File: config.mk
export PLATFORM = sky130hd
export DESIGN_NAME = synthesizer
export DESIGN_NICKNAME = d
export VERILOG_FILES = /design/src/design/synth_pkg.sv /design/src/design/midi_msg_decoder.sv /design/src/design/midi_uart_rx.sv /design/src/design/synth_regs.sv /design/src/design/synthesizer.sv /design/src/design/tone_mixer.sv /design/src/design/voice_allocator.sv
export SDC_FILE = /design/constraint.sdc
export NUM_CORES = 1
export LEC_CHECK = 0
export BUFFER_PORTS_ARGS = -buffer_cell sky130_fd_sc_hd__buf_2
export CAP_MARGIN = 20
export CORE_MARGIN = 3
export CORE_UTILIZATION = 65
export DETAILED_ROUTE_END_ITERATION = 10
export GPL_ROUTABILITY_DRIVEN = 0
export PLACE_DENSITY = 0.83
export SYNTH_ARGS = -nofsm -noshare
export SYNTH_HDL_FRONTEND = slang
export SYNTH_SLANG_ARGS = --single-unit
File: constraint.sdc
create_clock -name io_clk -period 9.5 [get_ports io_clk]
set_input_delay 0.475 -clock io_clk [delete_from_list [all_inputs] [get_ports io_clk]]
set_output_delay 0.475 -clock io_clk [all_outputs]
set_load 0.01 [all_outputs]
File: src/design/synth_pkg.sv
/*
 * synth package: decoded MIDI event types, the voice state record
 * and the CPU register map shared by the synthesizer blocks
 */
package synth_pkg;

    //////////////////////////////////////////////////////////////
    // decoded event kinds
    //////////////////////////////////////////////////////////////
    typedef enum logic [1:0] {
        kind_none     = 2'd0,  // nothing useful, not emitted
        kind_note_on  = 2'd1,
        kind_note_off = 2'd2,  // includes note on with velocity 0
        kind_ctrl     = 2'd3   // control change
    } midi_kind_e;

    // the two data bytes of a channel message, msb of each byte is 0
    typedef union packed {
        struct packed {
            logic       key_pad;
            logic [6:0] key;
            logic       vel_pad;
            logic [6:0] vel;
        } note;
        struct packed {
            logic       num_pad;
            logic [6:0] num;    // controller number
            logic       val_pad;
            logic [6:0] value;
        } ctrl;
    } midi_data_u;

    typedef struct packed {
        logic       valid;  // one cycle pulse
        midi_kind_e kind;
        midi_data_u data;
    } midi_event_t;         // 19 bits

    // one voice slot of the allocator
    typedef struct packed {
        logic       active;
        logic [6:0] key;
        logic [6:0] vel;
    } voice_t;              // 15 bits

    localparam logic [6:0] ctrl_all_notes_off = 7'd123;

    //////////////////////////////////////////////////////////////
    // CPU byte offsets
    //////////////////////////////////////////////////////////////
    localparam logic [10:0] reg_midi_ch    = 11'h000;  // rw, 4 bits
    localparam logic [10:0] reg_voice_free = 11'h004;  // ro
    localparam logic [10:0] reg_keys_on    = 11'h008;  // ro
    localparam logic [10:0] reg_rsound     = 11'h300;  // ro, sign extended
    localparam logic [10:0] reg_lsound     = 11'h304;  // ro, sign extended

endpackage

File: src/design/midi_msg_decoder.sv
/*
 * MIDI message decoder: running status, channel filter, two byte
 * channel messages turned into note and controller events
 */
module midi_msg_decoder (
    input  logic                   io_clk,
    input  logic                   io_reset,
    input  logic [7:0]             rx_byte,
    input  logic                   rx_valid,
    input  logic [3:0]             midi_ch,
    output synth_pkg::midi_event_t midi_event
);
    import synth_pkg::*;

    logic [3:0] status_type;   // upper nibble of last channel status
    logic       status_valid;
    logic       ch_match;      // latched when the status arrived
    logic       have_first;    // first data byte already held
    logic [6:0] first_byte;
    logic       two_byte;      // message carries two data bytes
    logic       is_data;
    logic       emit;
    midi_kind_e kind;
    midi_data_u data_word;

    assign is_data  = rx_valid && !rx_byte[7];
    // program change and channel pressure carry one data byte
    assign two_byte = (status_type != 4'hc) && (status_type != 4'hd);
    assign emit     = is_data && status_valid && ch_match && have_first &&
                      (kind != kind_none);

    //////////////////////////////////////////////////////////////
    // kind and data word for the byte now arriving
    //////////////////////////////////////////////////////////////
    always_comb begin
        data_word = '0;
        case (status_type)
            4'h8:    kind = kind_note_off;
            4'h9:    kind = (rx_byte[6:0] == 7'd0) ? kind_note_off : kind_note_on;
            4'hb:    kind = kind_ctrl;
            default: kind = kind_none;  // pitch bend, aftertouch etc
        endcase
        if (kind == kind_ctrl) begin
            data_word.ctrl.num   = first_byte;
            data_word.ctrl.value = rx_byte[6:0];
        end else begin
            data_word.note.key   = first_byte;
            data_word.note.vel   = rx_byte[6:0];
        end
    end

    always_ff @(posedge io_clk) begin
        if (io_reset) begin
            status_valid     <= 1'b0;
            ch_match         <= 1'b0;
            have_first       <= 1'b0;
            midi_event.valid <= 1'b0;
        end else begin
            midi_event.valid <= emit;
            if (rx_valid && rx_byte[7]) begin
                if (rx_byte[7:4] != 4'hf) begin    // system bytes dropped
                    status_type  <= rx_byte[7:4];
                    status_valid <= 1'b1;
                    ch_match     <= (rx_byte[3:0] == midi_ch);
                    have_first   <= 1'b0;
                end
            end else if (is_data && status_valid && ch_match) begin
                if (!have_first && two_byte) begin
                    have_first <= 1'b1;
                    first_byte <= rx_byte[6:0];
                end else begin
                    have_first <= 1'b0;            // running status restarts
                end
            end
        end
    end

    // payload, qualified by valid
    always_ff @(posedge io_clk) begin
        if (emit) begin
            midi_event.kind <= kind;
            midi_event.data <= data_word;
        end
    end

endmodule

File: src/design/midi_uart_rx.sv
/*
 * MIDI serial receiver, 8N1 with mid-bit sampling
 * pulses rx_valid once per byte with a good stop bit
 */
module midi_uart_rx #(
    parameter int clks_per_bit = 320
) (
    input  logic       io_clk,
    input  logic       io_reset,
    input  logic       midi_rxd,
    output logic [7:0] rx_byte,
    output logic       rx_valid
);

    // first sample lands mid start bit; the sync and idle detect eat 2 cycles
    localparam int half_wait = clks_per_bit / 2 - 2;
    localparam int cw        = $clog2(clks_per_bit);

    typedef enum logic [1:0] {st_idle, st_start, st_data, st_stop} rx_state_e;

    rx_state_e  state;
    logic [1:0] sync;        // two flop synchronizer
    logic       rxd;         // synchronized line
    logic [cw-1:0] cnt;      // cycles within the bit
    logic [2:0] bit_idx;
    logic [7:0] shift;

    assign rxd = sync[1];

    always_ff @(posedge io_clk) begin
        if (io_reset) begin
            sync     <= 2'b11;  // line idles high
            state    <= st_idle;
            cnt      <= '0;
            bit_idx  <= '0;
            rx_valid <= 1'b0;
        end else begin
            sync     <= {sync[0], midi_rxd};
            rx_valid <= 1'b0;
            cnt      <= cnt + 1'b1;
            case (state)
                st_idle: begin
                    cnt <= '0;
                    if (!rxd) state <= st_start;   // falling edge of start bit
                end
                st_start: if (cnt == cw'(half_wait - 1)) begin
                    cnt     <= '0;
                    bit_idx <= '0;
                    state   <= rxd ? st_idle : st_data;  // glitch, back to idle
                end
                st_data: if (cnt == cw'(clks_per_bit - 1)) begin
                    cnt     <= '0;
                    shift   <= {rxd, shift[7:1]};  // lsb first
                    bit_idx <= bit_idx + 1'b1;
                    if (bit_idx == 3'd7) state <= st_stop;
                end
                st_stop: if (cnt == cw'(clks_per_bit - 1)) begin
                    state <= st_idle;
                    if (rxd) begin                 // bad stop bit drops the byte
                        rx_byte  <= shift;
                        rx_valid <= 1'b1;
                    end
                end
                default: state <= st_idle;
            endcase
        end
    end

endmodule

File: src/design/synth_regs.sv
/*
 * CPU register block: writable MIDI channel, registered readback
 * of voice flags and the latest left and right samples
 */
module synth_regs #(
    parameter int voices = 8
) (
    input  logic               io_clk,
    input  logic               io_reset,
    input  logic               chipselect,
    input  logic               cpu_read,
    input  logic               cpu_write,
    input  logic [10:0]        address,
    input  logic [31:0]        writedata,
    output logic [31:0]        readdata,
    output logic [3:0]         midi_ch,
    input  logic [voices-1:0]  keys_on,
    input  logic [voices-1:0]  voice_free,
    input  logic signed [15:0] lsound_out,
    input  logic signed [15:0] rsound_out
);
    import synth_pkg::*;

    logic [31:0] rd_mux;   // readback value for the current address

    always_comb begin
        case (address)
            reg_midi_ch:    rd_mux = 32'(midi_ch);
            reg_voice_free: rd_mux = 32'(voice_free);
            reg_keys_on:    rd_mux = 32'(keys_on);
            reg_rsound:     rd_mux = {{16{rsound_out[15]}}, rsound_out};  // sign extend
            reg_lsound:     rd_mux = {{16{lsound_out[15]}}, lsound_out};
            default:        rd_mux = '0;     // unmapped
        endcase
    end

    always_ff @(posedge io_clk) begin
        if (io_reset) begin
            midi_ch  <= '0;
            readdata <= '0;
        end else begin
            if (chipselect && cpu_write && (address == reg_midi_ch))
                midi_ch <= writedata[3:0];
            if (chipselect && cpu_read)
                readdata <= rd_mux;              // held until the next read
        end
    end

endmodule

File: src/design/synthesizer.sv
/*
 * two channel MIDI synthesizer top level
 * receiver, decoder, voice allocator, tone mixer and CPU registers
 */
module synthesizer #(
    parameter int voices       = 8,
    parameter int clks_per_bit = 320,  // 31250 baud at 10 MHz
    parameter int sample_div   = 64
) (
    input  logic               io_clk,
    input  logic               io_reset,
    input  logic               midi_rxd,
    input  logic               chipselect,
    input  logic               cpu_read,
    input  logic               cpu_write,
    input  logic [10:0]        address,
    input  logic [31:0]        writedata,
    output logic [31:0]        readdata,
    output logic [voices-1:0]  keys_on,
    output logic [voices-1:0]  voice_free,
    output logic signed [15:0] lsound_out,
    output logic signed [15:0] rsound_out,
    output logic               sample_tick
);
    import synth_pkg::*;

    logic [7:0]             rx_byte;
    logic                   rx_valid;
    logic [3:0]             midi_ch;
    midi_event_t            midi_event;
    voice_t [voices-1:0]    voice_state;

    //////////////////////////////////////////////////////////////
    // serial in, decode, allocate, mix
    //////////////////////////////////////////////////////////////
    midi_uart_rx #(.clks_per_bit(clks_per_bit)) i_midi_uart_rx (
        .io_clk, .io_reset, .midi_rxd, .rx_byte, .rx_valid
    );

    midi_msg_decoder i_midi_msg_decoder (
        .io_clk, .io_reset, .rx_byte, .rx_valid, .midi_ch, .midi_event
    );

    voice_allocator #(.voices(voices)) i_voice_allocator (
        .io_clk, .io_reset, .midi_event, .voice_state, .keys_on, .voice_free
    );

    tone_mixer #(.voices(voices), .sample_div(sample_div)) i_tone_mixer (
        .io_clk, .io_reset, .voice_state, .lsound_out, .rsound_out, .sample_tick
    );

    // CPU side
    synth_regs #(.voices(voices)) i_synth_regs (
        .io_clk, .io_reset, .chipselect, .cpu_read, .cpu_write, .address,
        .writedata, .readdata, .midi_ch, .keys_on, .voice_free,
        .lsound_out, .rsound_out
    );

endmodule

File: src/design/tone_mixer.sv
/*
 * tone mixer: one square wave per voice, even voices summed to the
 * left sample and odd voices to the right, once per sample tick
 */
module tone_mixer #(
    parameter int voices     = 8,
    parameter int sample_div = 64
) (
    input  logic                           io_clk,
    input  logic                           io_reset,
    input  synth_pkg::voice_t [voices-1:0] voice_state,
    output logic signed [15:0]             lsound_out,
    output logic signed [15:0]             rsound_out,
    output logic                           sample_tick
);

    localparam int cw = (sample_div > 1) ? $clog2(sample_div) : 1;

    logic [cw-1:0]      div_cnt;
    logic               tick_now;         // last cycle of the sample period
    logic [15:0]        phase [voices];
    logic [7:0]         step  [voices];   // key + 1
    logic signed [15:0] amp   [voices];
    logic signed [15:0] lsum;
    logic signed [15:0] rsum;

    assign tick_now = (div_cnt == cw'(sample_div - 1));

    //////////////////////////////////////////////////////////////
    // square waves and adder trees
    //////////////////////////////////////////////////////////////
    always_comb begin
        for (int i = 0; i < voices; i++) begin
            step[i] = {1'b0, voice_state[i].key} + 8'd1;
            if (!voice_state[i].active)
                amp[i] = '0;
            else if (phase[i][15])                // second half of the period
                amp[i] = -$signed({5'd0, voice_state[i].vel, 4'd0});
            else
                amp[i] = $signed({5'd0, voice_state[i].vel, 4'd0});
        end
    end

    always_comb begin
        lsum = '0;
        rsum = '0;
        for (int i = 0; i < voices; i++) begin
            if (i % 2 == 0) lsum = lsum + amp[i];  // even voices left
            else            rsum = rsum + amp[i];
        end
    end

    // samples use the phase before this tick advances it
    always_ff @(posedge io_clk) begin
        if (io_reset) begin
            div_cnt     <= '0;
            sample_tick <= 1'b0;
            lsound_out  <= '0;
            rsound_out  <= '0;
            for (int i = 0; i < voices; i++) begin
                phase[i] <= '0;
            end
        end else begin
            sample_tick <= tick_now;               // high with the new samples
            div_cnt     <= tick_now ? '0 : div_cnt + 1'b1;
            if (tick_now) begin
                lsound_out <= lsum;
                rsound_out <= rsum;
            end
            for (int i = 0; i < voices; i++) begin
                if (!voice_state[i].active)
                    phase[i] <= '0;                // restart on next note
                else if (tick_now)
                    phase[i] <= phase[i] + {4'd0, step[i], 4'd0};
            end
        end
    end

endmodule

File: src/design/voice_allocator.sv
/*
 * voice allocator: lowest free voice on note on, key match on note off,
 * all voices cleared by the all notes off controller
 */
module voice_allocator #(
    parameter int voices = 8
) (
    input  logic                            io_clk,
    input  logic                            io_reset,
    input  synth_pkg::midi_event_t          midi_event,
    output synth_pkg::voice_t [voices-1:0]  voice_state,
    output logic [voices-1:0]               keys_on,
    output logic [voices-1:0]               voice_free
);
    import synth_pkg::*;

    localparam int vw = (voices > 1) ? $clog2(voices) : 1;

    logic [vw-1:0]     free_idx;   // lowest inactive voice
    logic              free_found;
    logic [voices-1:0] key_hit;    // active voices holding the event key
    logic              do_on;
    logic              do_off;
    logic              do_clear;

    //////////////////////////////////////////////////////////////
    // priority encoder and key comparator
    //////////////////////////////////////////////////////////////
    always_comb begin
        free_idx   = '0;
        free_found = 1'b0;
        for (int i = voices - 1; i >= 0; i--) begin  // lowest index wins
            if (!voice_state[i].active) begin
                free_idx   = vw'(i);
                free_found = 1'b1;
            end
        end
    end

    always_comb begin
        for (int i = 0; i < voices; i++) begin
            key_hit[i] = voice_state[i].active &&
                         (voice_state[i].key == midi_event.data.note.key);
        end
    end

    assign do_on    = midi_event.valid && (midi_event.kind == kind_note_on) && free_found;
    assign do_off   = midi_event.valid && (midi_event.kind == kind_note_off);
    assign do_clear = midi_event.valid && (midi_event.kind == kind_ctrl) &&
                      (midi_event.data.ctrl.num == ctrl_all_notes_off);

    always_ff @(posedge io_clk) begin
        if (io_reset) begin
            for (int i = 0; i < voices; i++) begin
                voice_state[i].active <= 1'b0;
            end
        end else if (do_on) begin
            voice_state[free_idx].active <= 1'b1;    // no free voice, event lost
            voice_state[free_idx].key    <= midi_event.data.note.key;
            voice_state[free_idx].vel    <= midi_event.data.note.vel;
        end else if (do_off) begin
            for (int i = 0; i < voices; i++) begin
                if (key_hit[i]) voice_state[i].active <= 1'b0;
            end
        end else if (do_clear) begin
            for (int i = 0; i < voices; i++) begin
                voice_state[i].active <= 1'b0;
            end
        end
    end

    // status flags from the same active bits
    always_comb begin
        for (int i = 0; i < voices; i++) begin
            keys_on[i]    = voice_state[i].active;
            voice_free[i] = !voice_state[i].active;
        end
    end

endmodule

==> reports/summary.txt, run 1 <==
Syn Std Cell Area -> 0.02003 sq mm
Synth Area in Simple Gates -> 15.21%
NumNets Final -> 2,250
FFs w/ async S/R, synth -> 0%
Slew headroom -> 25.62%
final hold vios -> 0
final WL -> 45,380 um
r2r setup slk -> 5100 ps
via/cell ratio -> 6.030
CTS resizes -> 0
gr ovfl total -> 0
R2R Path End -> i_tone_mixer.rsound_out[13]
TritonCTS clock tree -> built
XOR/XNOR share of the synthesized area -> 9.446%
Post-CTS Setup Bufs -> 0
die height -> 181.5 um
Routed Antenna Nets -> 0
Worst path max stage delay -> 840 ps
yosys warns -> 0
synth top area cells -> edfxtp_1 38%, dfxtp_1 8.0%, ha_1 7.1%
Critical Path RT -> 9930 ps
core area -> 0.03003 sq mm
Initial Util -> 66.69%
Final min period -> 4397 ps
Clock Sink Count -> 331
Placement Rows -> 63
CTS H-tree lvls -> 2
first-pass GRT wire length -> 74,030 um
hpwl dp -> 32,570 um
crit path max fanout -> 15
share of the synthesized area in the top cell type -> 37.63%
startpoint type of the worst setup path -> flip-flop
Synth Area in Compound Gates -> 11.31%
Overall Global Routing Usage -> 27.40%
Num CTS Buffers -> 36
status -> finished, final reports clean
WL/cell -> 18.49 um
Final Setup Violations -> 0
pwr/cell area -> 137.8 mW/mm^2
root buf cell -> clkbuf_16
multiplexer share of the synthesized area -> 1.199%
Main synth FF type -> edfxtp_1
CP endpoint kind -> flip-flop
critical path data arrival time -> 4830 ps
Setup Total Neg Slack -> 0 ps
Clock Latency Late Sink -> 540 ps
n_diodes -> 0
worst-path cell chain -> clkinv_1 -> nor2_1 -> fa_1 -> inv_1 -> fa_1 -> inv_1 -> ha_1 -> inv_1 -> fa_1 -> nand2b_1 -> a21oi_1 -> nand2b_1 -> nand2_1 -> xor2_1 -> a211oi_1
first-pass iteration count of the detailed router -> 5
Worst-path clk slew -> 60 ps
WP depth -> 15
main combinational cell family by area after synthesis -> simple AND/OR/NAND/NOR gates
critical path class -> flip-flop to flip-flop
vias in the first global route -> 14,930
most frequent cells in the layout -> 251 x edfxtp_1, 196 x nor2_1, 141 x a21oi_1
Clock Path Buffers -> 3
Layout Area Growth over Synthesis -> 10.11%
fill cell count -> 1,964
Slew Viols, Final -> 0
Die Width -> 181.5 um
cell count after synthesis -> 1,953
Post-synth EDFFs -> 251
RSZ-0062 raised after global routing -> false
commonest non-fill, non-tap cell in the layout -> edfxtp_1
critical path's slowest cell -> dfxtp_1
synth unique cells -> 72
vias -> 14,800
Tcrit/Tclk final -> 46.28%
Hold-fix buffers, CTS -> 0
WP buf/inv -> 4
Worst R2R Start -> i_voice_allocator.keys_on[7]
register area share after synthesis -> 45.63%
# DRC -> 0
# IOs -> 130
synthesized area per cell -> 10.25 sq um
max-cap violation count -> 0
Yosys top cell by area -> edfxtp_1
Post-Synth Adder-Cell Area -> 12.26%
CP endpoint -> i_tone_mixer.rsound_out[13]
initial drt markers -> 1,090
fmax -> 0.2274 GHz
Die ar. -> 0.03296 sq mm
worst vdd ir -> 0.1615 mV
Crit path max-delay family -> adder cells
Static Leak -> 0.008941 uW
Port Buffers -> 93
Hold Path Class -> primary input to flip-flop
Seq cells post-synth -> 331
hold slack -> 150.2 ps
antenna violations before repair -> 0
CP startpoint -> i_voice_allocator.keys_on[7]
FF-to-FF path depth -> 15
Worst Skew -> 24.57 ps
largest net degree at the start of global routing -> 37
share of layout cells above drive strength 1 -> 10.03%
Tightest Pin Transition -> 1110 ps
## worst reg2reg max path, cell delays in order, from the launching register on
cell	delay, ps
dfxtp_1	840
clkinv_1	480
nor2_1	260
fa_1	440
inv_1	110
fa_1	380
inv_1	80
ha_1	180
inv_1	60
fa_1	390
nand2b_1	180
a21oi_1	250
nand2b_1	170
nand2_1	70
xor2_1	170
a211oi_1	250
## cell usage after synthesis, drive strengths merged, types with 15 or more instances
library cell,n
nor3,42
nor4,18
xor2,102
edfxtp,251
nor2,199
nor2b,15
dfxtp,80
nand2b,15
inv,145
clkbuf,31
xnor2,114
a21oi,142
mux2i,24
o21bai,19
and2,51
fa,52
nand3,50
ha,113
buf,48
and3,53
a22o,15
nand2,134
or3,28
o21ai,73
a21o,16
## power breakdown
part	internal, uW	switching, uW
Sequential	1540	3.04
Combinational	12.5	26.4
Clock	869	590
Total	2420	619
## logic make-up after synthesis
logic type	Yosys count
fa+ha+maj	165
other cells	1
buf+inv	226
flops	331
compound gates	363
mux	24
simple gates	627
xor+xnor	216
## stage by stage
step	total power (uW)	utilization [%]	instances	setup WS [ps]	instance area, sq um
floorplan	1598	-	1960	5644	20050
global placement	1608	68.98	2379	5338	20720
detailed placement	1610	69.10	2382	5228	20750
CTS	3050	73.23	2448	5172	21990
global route	3115	73.43	2454	4830	22050
finish	3038	73.43	2454	5103	22050
## registers in the layout (all words and copies together) (netlist names), 2 cells and up, named ones only
register and cells:
i_midi_uart_rx.rx_byte 8, i_midi_msg_decoder.first_byte 7, i_tone_mixer.rsound_out 12, i_midi_uart_rx.bit_idx 3, i_midi_uart_rx.sync 2, i_voice_allocator.voice_state 112, i_midi_msg_decoder.status_type 4, i_synth_regs.midi_ch 4
i_midi_msg_decoder.midi_event 17, i_midi_uart_rx.cnt 9, i_tone_mixer.phase 96, i_synth_regs.readdata 16, i_midi_uart_rx.shift 8, i_tone_mixer.div_cnt 6, i_voice_allocator.keys_on 8, i_tone_mixer.lsound_out 12
## cell type report
class	instances	area [sq um]	share of cell area (%)
multi-input combinational	1403	9961	45.17
clock buffer	47	972.2	4.408
inverter	147	551.8	2.502
timing repair buffer	117	671.9	3.047
tap	390	488.0	2.213
clock inverter	19	270.3	1.225
sequential	331	9139	41.44
## per-layer routing
metal | wire [um] | part of all wire [%] | track usage, % | up-vias
met1 | 18360 | 40 | 35.19 | 7163
li1 | - | - | - | 6980
met5 | 0 | 0 | 0 | -
met4 | 1690 | 3.7 | 10.76 | 0
met2 | 22200 | 49 | 46.88 | 539
met3 | 3127 | 6.9 | 4.367 | 115
## how the worst min path moves through the flow
stage | startpoint | to | slack [ps] | cells past startpoint
2_1_floorplan | i_midi_uart_rx.sync[0] | i_midi_uart_rx.sync[1] | 390 | 1
6_report | midi_rxd | i_midi_uart_rx.sync[0] | 150 | 2
4_1_cts | midi_rxd | i_midi_uart_rx.sync[0] | 140 | 2
5_1_grt | midi_rxd | i_midi_uart_rx.sync[0] | 140 | 2
3_5_place_dp | i_midi_uart_rx.shift[0] | i_midi_uart_rx.rx_byte[0] | 410 | 0
3_3_place_gp | i_midi_uart_rx.shift[0] | i_midi_uart_rx.rx_byte[0] | 400 | 0
Note: power is estimated with default switching activity, not from simulation.
==> run 2: changes to the inputs <==
CORE_UTILIZATION = 56   (was 65)
PLACE_DENSITY = 0.75   (was 0.83)
clock period = 3.7 ns   (was 9.5 ns; I/O delays follow)
==> run 2 against run 1 <==
The run now ends with setup timing left. Global-route usage shrank 2.4 points. Cell count rose by 7.4%. First-iteration DRC count shrank 5.8%. Worst hold slack worse by 41 ps. Clock power grew to 2.6 times the previous value. Sequential share of layout area is 2.7 points lower. Core utilization fell by 5.7 points. Critical endpoint is now i_tone_mixer.lsound_out[14].
==> reports/summary.txt, run 2 (same netlist as run 1, synthesis figures left out) <==
Die Width -> 195.1 um
pre-CTS setup slack -> -184.8 ps
Worst Skew -> 17.84 ps
Clock Path Buffers -> 3
CTS H-tree lvls -> 2
final hold vios -> 0
Initial Util -> 57.41%
failing checks -> setup timing
vias in the first global route -> 15,110
Overall Global Routing Usage -> 25.03%
Slew headroom -> 39.59%
Sw Share -> 21.67%
power share of the clock group -> 47.9%
internal power -> 6101 uW
Static Leak -> 0.009469 uW
combinational share of power -> 1.3%
first-pass GRT wire length -> 77,090 um
critical path class -> flip-flop to flip-flop
hold slack -> 109.0 ps
crit path max fanout -> 3
share of layout cells above drive strength 1 -> 19.67%
NumNets Final -> 2,365
Routed Antenna Nets -> 0
share of power burned in registers -> 50.8%
via/cell ratio -> 5.762
post-layout util -> 67.71%
# IOs -> 130
Port Buffers -> 93
first-pass iteration count of the detailed router -> 5
fmax -> 0.2557 GHz
startpoint type of the worst setup path -> flip-flop
WL/cell -> 18.70 um
Largest regs -> i_voice_allocator.voice_state x112, i_tone_mixer.phase x96, i_midi_msg_decoder.midi_event x17
setup ws final -> -210.9 ps
switching power -> 1688 uW
Final min period -> 3911 ps
worst vdd ir -> 0.5945 mV
status -> finished with violations
initial drt markers -> 1,027
largest net degree at the start of global routing -> 34
gr ovfl total -> 0
hpwl dp -> 34,920 um
Tcrit/Tclk final -> 105.7%
Hold Path Class -> primary input to flip-flop
worst-path cell chain -> buf_6 -> nor4_4 -> buf_4 -> a21oi_1 -> fa_1 -> inv_1 -> fa_1 -> inv_1 -> ha_1 -> o21a_1 -> o21a_1 -> o21ai_1 -> a21oi_2 -> or3_1 -> a32o_1
RSZ-0062 raised after global routing -> true
final WL -> 49,290 um
Setup Total Neg Slack -> -742.2 ps
vias -> 15,190
HP Start -> cpu_write
Layout Area Growth over Synthesis -> 17.94%
WP buf/inv -> 4
Final Setup Violations -> 7
Top reg by flops -> i_voice_allocator.voice_state
root buf cell -> clkbuf_16
Slew Viols, Final -> 0
# DRC -> 0
Worst-path clk slew -> 60 ps
Tightest Pin Transition -> 899.2 ps
die height -> 195.1 um
Worst path max stage delay -> 550 ps
Placement Rows -> 68
Num CTS Buffers -> 38
Clock Latency Late Sink -> 570 ps
Worst R2R Start -> i_voice_allocator.voice_state[90]
commonest non-fill, non-tap cell in the layout -> edfxtp_1
n_diodes -> 0
pwr/cell area -> 329.8 mW/mm^2
CP startpoint -> i_voice_allocator.voice_state[90]
CP endpoint kind -> flip-flop
Crit path max-delay family -> adder cells
critical path data arrival time -> 4360 ps
Clock Sink Count -> 331
core area -> 0.03488 sq mm
Critical Path RT -> 4150 ps
max-cap violation count -> 0
antenna violations before repair -> 0
most frequent cells in the layout -> 251 x edfxtp_1, 185 x nor2_1, 131 x a21oi_1
max FFs per register -> 112
Die ar. -> 0.03807 sq mm
critical path's slowest cell -> fa_1
TritonCTS clock tree -> built
## run 2: cell types whose count changed in the layout (fill, tap and decap cells not counted), sizes merged
cell / previous run / this run
buf: 115 / 223
clkinv: 11 / 19
dlygate4sd3: 0 / 6
bufinv: 5 / 2
clkinvlp: 5 / 2
inv: 145 / 148
clkbuf: 49 / 47
## run 2: metal layers
metal	vias to the layer above	share of wire (%)	track usage, %
li1	7211	-	-
met1	7389	41	31.66
met2	479	49	43.06
met3	109	6.7	5.590
met4	0	3.2	7.843
met5	-	0	0
## run 2: worst paths after layout
kind / endpoint / slack, ps / depth (start not counted)
setup / recovery: i_tone_mixer.lsound_out[14] / -210 / 15
hold / removal: i_synth_regs.midi_ch[3] / 110 / 5
setup reg to reg: i_tone_mixer.lsound_out[14] / -210 / 15
hold reg to reg: i_midi_msg_decoder.midi_event[13] / 420 / 0
## run 2: final cells by class
cell class | count | area [sq um]
fillers | 2569 | 11260
multi-input cells | 1403 | 10580
flip-flops and latches | 331 | 9139
repair buffers | 230 | 1538
clock buffers | 46 | 1002
well taps | 455 | 569.3
inverters | 147 | 551.8
clock inverters | 24 | 237.7
## run 2: worst min-delay path, delay by kind of cell
family | cells | cell delay [ps]
simple gates | 3 | 240
mux | 1 | 120
buf+inv | 1 | 100
## run 2: repair_timing
action,CTS,global route
gates cloned,0,0
endpoints found under the setup margin,12,16
pin swaps,47,55
gates resized for setup,59,80
setup buffers,11,11
hold buffers,6,0
endpoints found under the hold margin,6,0
## run 2: through the flow
stage               instances  cell area [sq um]  total power [uW]
finish                   2636              23620              7789
global route             2636              23620              7999
CTS                      2620              23160              7852
detailed placement       2534              21540              4131
global placement         2534              21540              4128
floorplan                1960              20120              4103
## run 2: power groups by stage
stage | clock [uW] | sequential (uW) | combinational (uW)
after global placement | 0 | 4030 | 94.2
after floorplan | 0 | 4030 | 70.7
after global routing | 3930 | 3950 | 114
after CTS | 3790 | 3960 | 103
after detailed placement | 0 | 4030 | 96.7
final | 3730 | 3960 | 104
